===== src/hdl/saturn_alu_pkg.sv =====
package saturn_alu_pkg;

  // nibble index inside a 64-bit word
  typedef logic [3:0] field_ptr_t;

  // operations run one nibble per prep/calc/save pass
  typedef enum logic [4:0] {
    OP_ZERO     = 5'd0,
    OP_COPY     = 5'd1,
    OP_EXCH     = 5'd2,
    OP_2CMPL    = 5'd3,
    OP_CLR_MASK = 5'd4,
    OP_SET_BIT  = 5'd5,
    OP_RST_BIT  = 5'd6,
    // jumps collect the offset from src1 over the field
    OP_JMP_REL3 = 5'd7,
    OP_JMP_REL4 = 5'd8,
    OP_JMP_ABS5 = 5'd9
  } alu_op_t;

endpackage


===== src/hdl/saturn_regs_pkg.sv =====
package saturn_regs_pkg;

  // one BCD or hex digit
  typedef logic [3:0] nibble_t;

  // 20-bit address, also the width of PC, D0, D1 and return stack entries
  typedef logic [19:0] addr_t;

  // 16-nibble working register (A, B, C, D)
  typedef logic [63:0] word_t;

  // program status bits
  typedef logic [15:0] st_t;

  // register codes used by the decoder for dest, src1, src2 and read-back
  typedef enum logic [4:0] {
    REG_A    = 5'd0,
    REG_B    = 5'd1,
    REG_C    = 5'd2,
    REG_D    = 5'd3,
    REG_D0   = 5'd4,
    REG_D1   = 5'd5,
    REG_ST   = 5'd6,
    REG_P    = 5'd7,
    REG_HST  = 5'd8,
    REG_IMM  = 5'd9,
    REG_ZERO = 5'd10
  } reg_sel_t;

  // XM sits in the lowest HST bit
  localparam int HST_XM = 0;

endpackage


===== src/hdl/alu_nibble_calc.sv =====
`timescale 1ns/1ps

module alu_nibble_calc
  import saturn_regs_pkg::*, saturn_alu_pkg::*;
(
  input  logic       i_clk,
  input  logic       i_reset,
  input  logic       i_prep_go,
  input  logic       i_calc_go,
  input  alu_op_t    i_op,
  input  logic       i_first,
  input  logic       i_last,
  input  field_ptr_t i_f_cur,
  input  nibble_t    i_src1_nib,
  input  nibble_t    i_src2_nib,
  output nibble_t    o_res1,
  output nibble_t    o_res2,
  output logic       o_nonzero,
  output addr_t      o_jump_off
);

  nibble_t    p_src1;
  nibble_t    p_src2;
  logic       p_carry;
  logic       c_carry;
  logic [4:0] neg_sum;
  logic [5:0] off_sh;
  addr_t      off_nxt;

  // inverted digit plus incoming carry, bit 4 is the carry out
  assign neg_sum = {1'b0, ~p_src1} + {4'b0000, p_carry};
  assign off_sh  = {i_f_cur, 2'b00};

  // slot the current digit into the offset, sign extend on the top digit
  always_comb begin
    off_nxt = i_first ? '0 : o_jump_off;
    off_nxt = (off_nxt & ~(addr_t'(4'hF) << off_sh)) | (addr_t'(p_src1) << off_sh);
    if (i_last && i_op == OP_JMP_REL3) begin
      off_nxt[19:12] = {8{p_src1[3]}};
    end
    if (i_last && i_op == OP_JMP_REL4) begin
      off_nxt[19:16] = {4{p_src1[3]}};
    end
  end

  // operand latches
  always_ff @(posedge i_clk) begin
    if (i_prep_go) begin
      p_src1 <= i_src1_nib;
      p_src2 <= i_src2_nib;
    end
  end

  always_ff @(posedge i_clk) begin
    if (i_reset) begin
      p_carry    <= 1'b0;
      c_carry    <= 1'b0;
      o_nonzero  <= 1'b0;
      o_res1     <= '0;
      o_res2     <= '0;
      o_jump_off <= '0;
    end else begin
      if (i_prep_go && i_op == OP_2CMPL) begin
        p_carry <= i_first ? 1'b1 : c_carry;
      end
      if (i_calc_go) begin
        // restarts with every new field
        o_nonzero <= (o_nonzero && !i_first) || (p_src1 != 4'h0);
        case (i_op)
          OP_ZERO: o_res1 <= '0;
          OP_COPY, OP_SET_BIT, OP_RST_BIT: o_res1 <= p_src1;
          OP_EXCH: begin
            o_res1 <= p_src2;
            o_res2 <= p_src1;
          end
          OP_CLR_MASK: o_res1 <= p_src1 & ~p_src2;
          OP_2CMPL: begin
            o_res1  <= neg_sum[3:0];
            c_carry <= neg_sum[4];
          end
          OP_JMP_REL3, OP_JMP_REL4, OP_JMP_ABS5: o_jump_off <= off_nxt;
          default: ;
        endcase
      end
    end
  end

endmodule


===== src/hdl/alu_pc_ctrl.sv =====
`timescale 1ns/1ps

module alu_pc_ctrl
  import saturn_regs_pkg::*, saturn_alu_pkg::*;
#(
  parameter int RSTK_DEPTH = 8
) (
  input  logic    i_clk,
  input  logic    i_reset,
  input  logic    i_en_alu_save,
  input  logic    i_prep_go,
  input  alu_op_t i_op,
  input  logic    i_first,
  input  logic    i_last,
  input  logic    i_is_jump,
  input  logic    i_stall,
  input  logic    i_push,
  input  logic    i_pop,
  input  addr_t   i_jump_off,
  output addr_t   o_pc
);

  localparam int PW = $clog2(RSTK_DEPTH);

  addr_t         jump_bse;
  addr_t         jump_pc;
  addr_t         next_pc;
  addr_t         rstk [RSTK_DEPTH];
  logic [PW:0]   rstk_cnt;
  logic [PW-1:0] top_idx;
  logic          update_pc;
  logic          push_pc;

  assign top_idx = rstk_cnt[PW-1:0] - PW'(1);

  assign jump_pc   = (i_op == OP_JMP_ABS5) ? i_jump_off : jump_bse + i_jump_off;
  assign next_pc   = (i_is_jump && i_last) ? jump_pc : o_pc + 20'd1;
  // jumps and returns move the PC even while the decoder is held
  assign update_pc = !i_stall || i_is_jump;
  assign push_pc   = update_pc && i_push && i_last;

  always_ff @(posedge i_clk) begin
    if (i_reset) begin
      o_pc     <= '1;
      jump_bse <= '0;
      rstk_cnt <= '0;
    end else begin
      // base is the first offset digit, or the next instruction for a call
      if (i_prep_go && i_first) begin
        jump_bse <= i_push ? o_pc : o_pc - 20'd1;
      end
      if (i_en_alu_save) begin
        if (update_pc) begin
          o_pc <= i_pop ? rstk[top_idx] : next_pc;
        end
        if (i_pop) begin
          rstk_cnt <= rstk_cnt - 1'b1;
        end else if (push_pc) begin
          rstk_cnt <= rstk_cnt + 1'b1;
        end
      end
    end
  end

  // return stack storage
  always_ff @(posedge i_clk) begin
    if (!i_reset && i_en_alu_save && push_pc && !i_pop) begin
      rstk[rstk_cnt[PW-1:0]] <= o_pc;
    end
  end

  a_no_pop_empty: assert property (@(posedge i_clk) disable iff (i_reset)
    (i_en_alu_save && i_pop) |-> (rstk_cnt != '0));

  a_no_push_full: assert property (@(posedge i_clk) disable iff (i_reset)
    (i_en_alu_save && push_pc && !i_pop) |-> (rstk_cnt < (PW+1)'(RSTK_DEPTH)));

endmodule


===== src/hdl/alu_regfile.sv =====
`timescale 1ns/1ps

module alu_regfile
  import saturn_regs_pkg::*, saturn_alu_pkg::*;
(
  input  logic       i_clk,
  input  logic       i_reset,
  input  logic       i_save_go,
  input  alu_op_t    i_op,
  input  reg_sel_t   i_dest,
  input  reg_sel_t   i_src1,
  input  reg_sel_t   i_src2,
  input  field_ptr_t i_f_cur,
  input  logic       i_last,
  input  nibble_t    i_imm_value,
  input  nibble_t    i_res1,
  input  nibble_t    i_res2,
  input  logic       i_nonzero,
  input  logic       i_ins_rtn,
  input  logic       i_set_xm,
  input  logic       i_set_carry,
  input  logic       i_carry_val,
  input  logic       i_ins_set_mode,
  input  logic       i_en_alu_save,
  input  logic       i_mode_dec,
  input  reg_sel_t   i_rd_sel,
  output nibble_t    o_src1_nib,
  output nibble_t    o_src2_nib,
  output nibble_t    o_reg_p,
  output logic       o_carry,
  output logic       o_mode_dec,
  output word_t      o_rd_data
);

  word_t   reg_a;
  word_t   reg_b;
  word_t   reg_c;
  word_t   reg_d;
  addr_t   reg_d0;
  addr_t   reg_d1;
  st_t     reg_st;
  nibble_t reg_p;
  nibble_t reg_hst;
  word_t   reg_view [32];
  logic    wr_res1;
  logic    wr_res2;
  logic    wr_bit;

  function automatic nibble_t pick_nib(reg_sel_t sel, word_t w, field_ptr_t f);
    word_t sh;
    sh = w >> {f, 2'b00};
    // single-digit sources ignore the field pointer
    if (sel inside {REG_P, REG_HST, REG_IMM}) begin
      return w[3:0];
    end
    return sh[3:0];
  endfunction

  function automatic word_t put_nib(word_t w, field_ptr_t f, nibble_t n);
    logic [5:0] sh;
    sh = {f, 2'b00};
    return (w & ~(word_t'(4'hF) << sh)) | (word_t'(n) << sh);
  endfunction

  // applies both save ports to one multi-digit register
  function automatic word_t upd(word_t w, reg_sel_t me);
    word_t r;
    r = w;
    if (wr_res1 && i_dest == me) begin
      r = put_nib(r, i_f_cur, i_res1);
    end
    if (wr_res2 && i_src2 == me) begin
      r = put_nib(r, i_f_cur, i_res2);
    end
    return r;
  endfunction

  assign wr_res1 = i_save_go && (i_op inside {OP_ZERO, OP_COPY, OP_EXCH, OP_2CMPL, OP_CLR_MASK});
  assign wr_res2 = i_save_go && (i_op == OP_EXCH);
  assign wr_bit  = i_save_go && (i_op inside {OP_SET_BIT, OP_RST_BIT});

  // every register widened to a word, indexed by its select code
  always_comb begin
    for (int i = 0; i < 32; i++) begin
      reg_view[i] = '0;
    end
    reg_view[REG_A]   = reg_a;
    reg_view[REG_B]   = reg_b;
    reg_view[REG_C]   = reg_c;
    reg_view[REG_D]   = reg_d;
    reg_view[REG_D0]  = word_t'(reg_d0);
    reg_view[REG_D1]  = word_t'(reg_d1);
    reg_view[REG_ST]  = word_t'(reg_st);
    reg_view[REG_P]   = word_t'(reg_p);
    reg_view[REG_HST] = word_t'(reg_hst);
    reg_view[REG_IMM] = word_t'(i_imm_value);
  end

  assign o_src1_nib = pick_nib(i_src1, reg_view[i_src1], i_f_cur);
  assign o_src2_nib = pick_nib(i_src2, reg_view[i_src2], i_f_cur);
  assign o_rd_data  = reg_view[i_rd_sel];
  assign o_reg_p    = reg_p;

  always_ff @(posedge i_clk) begin
    if (i_reset) begin
      reg_a      <= '0;
      reg_b      <= '0;
      reg_c      <= '0;
      reg_d      <= '0;
      reg_d0     <= '0;
      reg_d1     <= '0;
      reg_st     <= '0;
      reg_p      <= '0;
      reg_hst    <= '0;
      o_carry    <= 1'b0;
      o_mode_dec <= 1'b0;
    end else begin
      reg_a  <= upd(reg_a, REG_A);
      reg_b  <= upd(reg_b, REG_B);
      reg_c  <= upd(reg_c, REG_C);
      reg_d  <= upd(reg_d, REG_D);
      reg_d0 <= addr_t'(upd(word_t'(reg_d0), REG_D0));
      reg_d1 <= addr_t'(upd(word_t'(reg_d1), REG_D1));
      reg_st <= st_t'(upd(word_t'(reg_st), REG_ST));
      if (wr_res1 && i_dest == REG_P) begin
        reg_p <= i_res1;
      end
      if (wr_res2 && i_src2 == REG_P) begin
        reg_p <= i_res2;
      end
      if (wr_res1 && i_dest == REG_HST) begin
        reg_hst <= i_res1;
      end
      // res1 carries the bit number
      if (wr_bit && i_dest == REG_ST) begin
        reg_st[i_res1] <= (i_op == OP_SET_BIT);
      end
      if (i_save_go && i_last && i_op == OP_2CMPL) begin
        o_carry <= i_nonzero;
      end
      if (i_en_alu_save && i_ins_rtn) begin
        if (i_set_xm) begin
          reg_hst[HST_XM] <= 1'b1;
        end
        if (i_set_carry) begin
          o_carry <= i_carry_val;
        end
      end
      // SETHEX / SETDEC
      if (i_en_alu_save && i_ins_set_mode) begin
        o_mode_dec <= i_mode_dec;
      end
    end
  end

endmodule


===== src/hdl/alu_sequencer.sv =====
`timescale 1ns/1ps

module alu_sequencer
  import saturn_regs_pkg::*, saturn_alu_pkg::*;
(
  input  logic       i_clk,
  input  logic       i_reset,
  input  logic       i_en_alu_init,
  input  logic       i_en_alu_prep,
  input  logic       i_en_alu_calc,
  input  logic       i_en_alu_save,
  input  logic       i_ins_alu_op,
  input  alu_op_t    i_alu_op,
  input  logic       i_alu_no_stall,
  input  reg_sel_t   i_reg_dest,
  input  reg_sel_t   i_reg_src1,
  input  reg_sel_t   i_reg_src2,
  input  field_ptr_t i_field_start,
  input  field_ptr_t i_field_last,
  input  logic       i_ins_rtn,
  output logic       o_run,
  output logic       o_prep_go,
  output logic       o_calc_go,
  output logic       o_save_go,
  output alu_op_t    o_op,
  output reg_sel_t   o_dest,
  output reg_sel_t   o_src1,
  output reg_sel_t   o_src2,
  output field_ptr_t o_f_cur,
  output logic       o_first,
  output logic       o_last,
  output logic       o_is_jump,
  output logic       o_stall
);

  field_ptr_t f_first;
  field_ptr_t f_last;
  logic       run;
  logic       done;
  logic       do_init;

  // a new instruction is only accepted while idle
  assign do_init   = i_en_alu_init && i_ins_alu_op && !run;
  assign o_prep_go = i_en_alu_prep && run;
  assign o_calc_go = i_en_alu_calc && run;
  assign o_save_go = i_en_alu_save && run;

  assign o_run   = run;
  assign o_first = (o_f_cur == f_first);
  assign o_last  = (o_f_cur == f_last);

  // decoder may run ahead, but never past the last nibble
  assign o_stall = run && (!i_alu_no_stall || o_last);

  assign o_is_jump = (o_op inside {OP_JMP_REL3, OP_JMP_REL4, OP_JMP_ABS5}) || i_ins_rtn;

  always_ff @(posedge i_clk) begin
    if (i_reset) begin
      run     <= 1'b0;
      done    <= 1'b0;
      o_op    <= OP_ZERO;
      o_dest  <= REG_A;
      o_src1  <= REG_A;
      o_src2  <= REG_A;
      f_first <= '0;
      f_last  <= '0;
      o_f_cur <= '0;
    end else begin
      if (do_init) begin
        run     <= 1'b1;
        o_op    <= i_alu_op;
        o_dest  <= i_reg_dest;
        o_src1  <= i_reg_src1;
        o_src2  <= i_reg_src2;
        f_first <= i_field_start;
        f_last  <= i_field_last;
        o_f_cur <= i_field_start;
      end
      if (o_prep_go) begin
        done <= 1'b0;
      end
      if (o_calc_go) begin
        done <= o_last;
      end
      // pointer wraps from 15 back to 0
      if (o_save_go) begin
        o_f_cur <= o_f_cur + 4'd1;
        if (done) begin
          run  <= 1'b0;
          done <= 1'b0;
        end
      end
    end
  end

  a_one_phase: assert property (@(posedge i_clk) disable iff (i_reset)
    $onehot0({i_en_alu_init, i_en_alu_prep, i_en_alu_calc, i_en_alu_save}));

endmodule


===== src/hdl/saturn_alu.sv =====
`timescale 1ns/1ps

module saturn_alu
  import saturn_regs_pkg::*, saturn_alu_pkg::*;
#(
  parameter int RSTK_DEPTH = 8
) (
  input  logic       i_clk,
  input  logic       i_reset,
  input  logic       i_en_alu_init,
  input  logic       i_en_alu_prep,
  input  logic       i_en_alu_calc,
  input  logic       i_en_alu_save,
  input  logic       i_ins_alu_op,
  input  alu_op_t    i_alu_op,
  input  logic       i_alu_no_stall,
  input  reg_sel_t   i_reg_dest,
  input  reg_sel_t   i_reg_src1,
  input  reg_sel_t   i_reg_src2,
  input  field_ptr_t i_field_start,
  input  field_ptr_t i_field_last,
  input  nibble_t    i_imm_value,
  input  logic       i_push,
  input  logic       i_pop,
  input  logic       i_ins_rtn,
  input  logic       i_set_xm,
  input  logic       i_set_carry,
  input  logic       i_carry_val,
  input  logic       i_ins_set_mode,
  input  logic       i_mode_dec,
  input  reg_sel_t   i_rd_sel,
  output logic       o_alu_stall_dec,
  output nibble_t    o_reg_p,
  output addr_t      o_pc,
  output logic       o_carry,
  output logic       o_mode_dec,
  output word_t      o_rd_data
);

  alu_op_t    op;
  reg_sel_t   dest;
  reg_sel_t   src1;
  reg_sel_t   src2;
  field_ptr_t f_cur;
  logic       prep_go;
  logic       calc_go;
  logic       save_go;
  logic       first;
  logic       last;
  logic       is_jump;
  nibble_t    src1_nib;
  nibble_t    src2_nib;
  nibble_t    res1;
  nibble_t    res2;
  logic       nonzero;
  addr_t      jump_off;

  alu_sequencer u_sequencer (
    .i_clk          (i_clk),
    .i_reset        (i_reset),
    .i_en_alu_init  (i_en_alu_init),
    .i_en_alu_prep  (i_en_alu_prep),
    .i_en_alu_calc  (i_en_alu_calc),
    .i_en_alu_save  (i_en_alu_save),
    .i_ins_alu_op   (i_ins_alu_op),
    .i_alu_op       (i_alu_op),
    .i_alu_no_stall (i_alu_no_stall),
    .i_reg_dest     (i_reg_dest),
    .i_reg_src1     (i_reg_src1),
    .i_reg_src2     (i_reg_src2),
    .i_field_start  (i_field_start),
    .i_field_last   (i_field_last),
    .i_ins_rtn      (i_ins_rtn),
    .o_run          (),
    .o_prep_go      (prep_go),
    .o_calc_go      (calc_go),
    .o_save_go      (save_go),
    .o_op           (op),
    .o_dest         (dest),
    .o_src1         (src1),
    .o_src2         (src2),
    .o_f_cur        (f_cur),
    .o_first        (first),
    .o_last         (last),
    .o_is_jump      (is_jump),
    .o_stall        (o_alu_stall_dec)
  );

  alu_nibble_calc u_calc (
    .i_clk      (i_clk),
    .i_reset    (i_reset),
    .i_prep_go  (prep_go),
    .i_calc_go  (calc_go),
    .i_op       (op),
    .i_first    (first),
    .i_last     (last),
    .i_f_cur    (f_cur),
    .i_src1_nib (src1_nib),
    .i_src2_nib (src2_nib),
    .o_res1     (res1),
    .o_res2     (res2),
    .o_nonzero  (nonzero),
    .o_jump_off (jump_off)
  );

  alu_regfile u_regfile (
    .i_clk          (i_clk),
    .i_reset        (i_reset),
    .i_save_go      (save_go),
    .i_op           (op),
    .i_dest         (dest),
    .i_src1         (src1),
    .i_src2         (src2),
    .i_f_cur        (f_cur),
    .i_last         (last),
    .i_imm_value    (i_imm_value),
    .i_res1         (res1),
    .i_res2         (res2),
    .i_nonzero      (nonzero),
    .i_ins_rtn      (i_ins_rtn),
    .i_set_xm       (i_set_xm),
    .i_set_carry    (i_set_carry),
    .i_carry_val    (i_carry_val),
    .i_ins_set_mode (i_ins_set_mode),
    .i_en_alu_save  (i_en_alu_save),
    .i_mode_dec     (i_mode_dec),
    .i_rd_sel       (i_rd_sel),
    .o_src1_nib     (src1_nib),
    .o_src2_nib     (src2_nib),
    .o_reg_p        (o_reg_p),
    .o_carry        (o_carry),
    .o_mode_dec     (o_mode_dec),
    .o_rd_data      (o_rd_data)
  );

  alu_pc_ctrl #(
    .RSTK_DEPTH (RSTK_DEPTH)
  ) u_pc_ctrl (
    .i_clk         (i_clk),
    .i_reset       (i_reset),
    .i_en_alu_save (i_en_alu_save),
    .i_prep_go     (prep_go),
    .i_op          (op),
    .i_first       (first),
    .i_last        (last),
    .i_is_jump     (is_jump),
    .i_stall       (o_alu_stall_dec),
    .i_push        (i_push),
    .i_pop         (i_pop),
    .i_jump_off    (jump_off),
    .o_pc          (o_pc)
  );

endmodule


===== config.mk =====
export PLATFORM = sky130hd
export DESIGN_NAME = saturn_alu
export DESIGN_NICKNAME = d
export VERILOG_FILES = /design/src/hdl/saturn_alu_pkg.sv /design/src/hdl/saturn_regs_pkg.sv /design/src/hdl/alu_nibble_calc.sv /design/src/hdl/alu_pc_ctrl.sv /design/src/hdl/alu_regfile.sv /design/src/hdl/alu_sequencer.sv /design/src/hdl/saturn_alu.sv
export SDC_FILE = /design/constraint.sdc
export NUM_CORES = 2
export LEC_CHECK = 0
export ABC_AREA = 1
export BUFFER_PORTS_ARGS = -buffer_cell sky130_fd_sc_hd__clkbuf_2
export CAP_MARGIN = 20
export CORE_MARGIN = 1
export CORE_UTILIZATION = 34
export CTS_BUF_LIST = sky130_fd_sc_hd__clkbuf_16
export DETAILED_ROUTE_END_ITERATION = 16
export PLACE_DENSITY = 0.5
export SLEW_MARGIN = 20
export SYNTH_ARGS = -nofsm -noshare
export SYNTH_HDL_FRONTEND = slang
export SYNTH_SLANG_ARGS = --single-unit

===== constraint.sdc =====
create_clock -name i_clk -period 7.65 [get_ports i_clk]
set_clock_uncertainty 0.15 [all_clocks]
set_input_delay 1.53 -clock i_clk [delete_from_list [all_inputs] [get_ports i_clk]]
set_output_delay 1.53 -clock i_clk [all_outputs]
set_load 0.05 [all_outputs]

== Word level (Yosys, flattened, before mapping) ==
Memories as Yosys holds them, arrays and structs flattened.
Cells that the tools add are included.
Widths: inputs -> output; s select.

* Bits in writable memories: 160
* Memories kept: 1
* ROM bits: 0
* Word-level logic and storage cells: 267
* Latch bits: 0
* Output and inout bits: 91
* Bits in registers: 439

{| class="wikitable"
|+ Memory list
! name !! depth !! bits a word !! read ports !! clocked after Yosys merged registers in !! write ports !! line !! RTL
|-
| u_pc_ctrl.rstk || 8 || 20 || 1 || 0 || 1 || alu_pc_ctrl.sv:28 || <nowiki>addr_t rstk [RSTK_DEPTH];</nowiki>
|}

* Equality and inequality tests: 31
* Reduce and logical (&&, ||, !) cells: 74
* Div/mod/pow operators: 0
* Bitwise operators: 38
* Add/sub/neg operators: 8
* Mux-type cells: 71
* Shift-type cells: 7
* $lt $le $gt $ge: 5
* Multiply operators: 0

{| class="wikitable"
|+ Operator list
! kind !! number
|-
| $mux 64 || 18
|-
| $bmux 64 s5 || 3
|-
| $and 64x64->64 || 8
|-
| $or 64x64->64 || 8
|-
| $mux 20 || 11
|-
| $shl 4x6->64 || 2
|-
| $shr 64x6->4 || 2
|-
| $and 20x20->20 || 5
|-
| $or 20x20->20 || 5
|-
| $mux 16 || 5
|-
| $eq 5x3->1 const B || 13
|-
| $not 64->64 || 1
|-
| $shl 4x6->64 const A || 1
|-
| $mux 4 || 11
|-
| $logic_and 1x1->1 || 43
|-
| $eq 5x4->1 const B || 7
|-
| $and 16x16->16 || 2
|-
| $or 16x16->16 || 2
|-
| $eq 5x2->1 const B || 6
|-
| $add 20x1->20 const B || 1
|-
| $add 20x20->20 || 1
|-
| $not 20->20 || 1
|-
| $pmux 4 s5 || 1
|-
| $shl 4x6->20 || 1
|-
| other kinds (27) || 76
|}

== Logic depth before layout (Yosys ltp) ==
* Word-level depth: 12
* Gate-level depth with buffers: 17
* Gate-level depth less buffers: 17

== Modules after synthesis ==
A second synthesis with hierarchy kept.

* Cell total of the unflattened synthesis: 5707
* Area, all modules: 37479.7 um^2

{| class="wikitable"
|+ By module, submodules not included
! module !! sequential area each (um^2) !! cells an instance !! instances !! area each (um^2)
|-
| alu_regfile || 6446.2 || 4060 || 1 || 23487.5
|-
| alu_pc_ctrl || 5665.4 || 1142 || 1 || 10349.9
|-
| alu_nibble_calc || 860.8 || 303 || 1 || 2120.8
|-
| alu_sequencer || 680.7 || 202 || 1 || 1521.5
|}

== Worst setup path before layout ==
OpenSTA, ideal clock, no wires.

* Path kind: input to output
* From: input i_rd_sel[1]
* To: output o_rd_data[11]
* Arrival: 3683 ps
* Buffers on the path: 3
* Stages on the path: 5
* Setup slack: 2287 ps
* Cell sequence: clkbuf_1 -> clkbuf_1 -> clkbuf_1 -> nand3_1 -> a311oi_1

* Cells in the longest elaborated chain, start to end: 4

{| class="wikitable"
|+ RTL lines
! item !! line !! RTL
|-
| from (decl) || saturn_alu.sv:31 || <nowiki>input reg_sel_t i_rd_sel,</nowiki>
|-
| $not 5->6 (implied by the code) || alu_regfile.sv:101 || <nowiki>assign o_rd_data = reg_view[i_rd_sel];</nowiki>
|-
| $bmux 64 s5 || alu_regfile.sv:101 ||
|-
| $mux 64 (implied by the code) (2 in series) || alu_regfile.sv:101 ||
|-
| to (decl) || saturn_alu.sv:37 || <nowiki>output word_t o_rd_data</nowiki>
|}

Every way passes these cells. The select of a mux whose other input is x is not followed.

== Worst setup path in the final report ==
* From: input i_rd_sel[2]
* To: output o_rd_data[18]

The elaborated chain is that of the path after synthesis.

==> metrics.md <==
| Metric | Value |
|---|---|
| Status | `finished, final reports clean` |
| Die height | `332 um` |
| Initial DRT Pass Iterations | `7` |
| Setup_tns | `0 ns` |
| Via count | `41,700` |
| GRT met3 Usage | `6.63%` |
| Relative slew slack | `19.5%` |
| Io pins | `144` |
| Setup Fix Bufs, Post-CTS | `0` |
| M2 GR Usage | `48.5%` |
| Core Footprint | `108,000 sq um` |
| Syn_area_per_cell | `6.66 sq um` |
| Post-synth top area cell | `dfxtp_1` |
| Initial Util | `34.5%` |
| Minimum clock period | `5.64 ns` |
| Gp weighted congestion | `0.984` |
| Crit path cell chain | `clkbuf_2 -> nand2_1 -> buf_4 -> a21oi_1 -> o21ai_0 -> o21ai_0 -> clkbuf_2` |
| Initial antenna violation count | `4` |
| Final Power | `7.97 mW` |
| Max Slew Vio Count | `0` |
| Sink Count | `598` |
| WL/cell | `25.8 um` |
| TritonCTS clock tree | `yes` |
| FF-to-FF setup slack | `2.96 ns` |
| Post-CTS sizing | `0` |
| Syn nets | `5,649` |
| Clock transition at path regs | `0.05 ns` |
| Initial drt markers | `5,399` |
| Worst endpoint data arrival time | `3.96 ns` |
| Hold-fix buffers at CTS | `0` |
| Area Growth Syn to Fin | `11.1%` |
| Final Hold Viols | `0` |
| Crit-path max FO | `23` |
| Remaining Overflow, GRT | `0` |
| DRC viols | `0` |
| Antenna viol nets, final | `0` |
| Ranking of synthesized cells by area | `dfxtp_1, nand2_1, edfxtp_1, a21oi_1, o21ai_0` |
| Clk buf depth | `3` |
| PortBufs | `143` |
| FMAX | `0.177 GHz` |
| Root Buffer | `clkbuf_16` |
| Num rows | `120` |
| Critical-path top delay cell | `o21ai_0` |
| # H-tree levels | `3` |
| Worst path max stage delay | `0.55 ns` |
| GRT Total Usage | `31.5%` |
| Final #Nets | `5,597` |
| Post-Route Utilization | `38.3%` |
| Cts bufs inserted | `74` |
| Crit path kind | `primary input to output pin` |
| Yosys top cell area share | `23.2%` |
| Count leader, synth | `nand2_1` |
| Hpwl dp | `124,000 um` |
| Sequential fraction of the synthesis area | `36.9%` |
| Syn Std Cell Area | `37,000 sq um` |
| Most frequent cells after synthesis | `nand2_1, a21oi_1, o21ai_0, inv_1, nor2_1` |
| Top FF cell, synth | `dfxtp_1` |
| Ys Warns | `0` |
| Worst Hold Class | `register to register` |
| Most Crowded Layer GR | `met2` |
| Synth Instances | `5,564` |
| Post-synth EDFFs | `168` |
| Proportion of layout cells with a drive suffix above 1 | `7.40%` |
| Via/cell ratio | `5.98` |
| Critical path required time | `5.97 ns` |
| CP Capture Type | `output pin` |
| First-pass GRT wire length | `262,000 um` |
| Worst vdd ir | `0.183 mV` |
| Routed wire length | `180,000 um` |
| Clock Latency Late Sink | `0.67 ns` |
| Least-Margin Pin Slew | `1.21 ns` |
| # setup viols final | `0` |
| Async SR Flop Fraction | `0%` |
| WHS | `0.313 ns` |
| Met1 GRT Util | `40.5%` |
| Period utilization | `73.7%` |
| Pleak | `13.7 nW` |
| Die X | `332 um` |
| PwrDens | `194 nW/um^2` |
| Largest net degree at the start of global routing | `83` |
| Number of global-route vias before repair | `38,600` |
| Full die area | `110,000 sq um` |
| Total of max-cap violations | `0` |
| Unrepaired setup endpoints after global routing | `false` |
| Yosys cell types | `52` |
| CP startpoint kind | `primary input` |
| Post-synthesis register bit count | `598` |
## path summary, 6_finish.rpt
| check | endpoint | start | cells after the start |
|---|---|---|---|
| hold reg to reg | u_regfile.o_mode_dec | u_regfile.o_mode_dec | 2 |
| hold / removal | u_regfile.o_mode_dec | u_regfile.o_mode_dec | 2 |
| setup / recovery | o_rd_data[18] | i_rd_sel[2] | 7 |
| setup reg to reg | u_calc.p_src1[1] | u_sequencer.o_src1[0] | 8 |
## kinds of logic after synthesis
kind of cell / synth area share, %
AOI/OAI and AO/OA: 27.6
xor gates and xnor gates: 1.14
adders and majority gates: 1.12
buffers and inverters: 9.11
DFF: 36.9
and+or+nand+nor: 24.2
## critical path: cells and delay by family
family | cells | cell delay (ns)
AO/OA/AOI/OAI | 3 | 0.75
buffers and inverters | 3 | 1.19
AND/OR/NAND/NOR | 1 | 0.46
## cells in the final DEF (no fill, tap or decap), types with 26 or more instances in the layout
cell type / count
ha_1: 30
a21oi_1: 642
nor3_1: 85
o211ai_1: 36
buf_4: 90
nor2_1: 445
inv_1: 494
o221ai_1: 35
clkinv_1: 26
nand4_1: 54
o21ai_0: 531
clkbuf_2: 140
nand2_1: 1382
dfxtp_1: 427
xor2_1: 32
a22oi_1: 27
edfxtp_1: 168
nand3_1: 175
clkbuf_16: 77
o22ai_1: 408
## state kept, by name, summed over array words and instances, names as in the netlist, 5 cells and up
signal              flops
u_calc.o_jump_off      20
u_regfile.reg_a        64
u_pc_ctrl.o_pc         20
u_pc_ctrl.rstk        160
u_sequencer.o_dest      5
u_sequencer.o_src2      5
u_regfile.reg_st       16
u_pc_ctrl.jump_bse     20
u_sequencer.o_op        5
u_regfile.reg_c        64
u_regfile.reg_d        64
u_regfile.reg_d0       20
u_regfile.reg_b        64
u_sequencer.o_src1      5
u_regfile.reg_d1       20
## per-stage QoR
step           instances  setup slack [ns]  area, sq um
6_report            6974              2.01        41100
5_1_grt             6972              1.86        41100
4_1_cts             6970              2.10        41100
3_5_place_dp        6837              2.13        38900
3_3_place_gp        6837              2.16        38900
2_1_floorplan       5564              2.29        37000
## layer usage
metal  part of all wire, %  routed length (um)
met5                 0.024                  44
met4                   6.5               11700
met3                   9.9               17800
met2                    43               78300
met1                    40               72100
## cell type report
cell class	instances	area, sq um
inverters	503	1890
multi-input cells	4101	20200
well taps	1403	1760
flip-flops and latches	598	13700
fillers	11600	66400
clock buffers	77	1930
repair buffers	234	1460
diodes	2	5.00
clock inverters	56	282
## power by group
part           total [mW]  switching, mW  leakage (nW)  internal [mW]
Sequential           3.41         0.0910          4.96           3.32
Combinational        1.26          0.958          7.61          0.298
Clock                3.31           1.49          1.16           1.82
No activity file was read; power rests on OpenSTA's default activity.
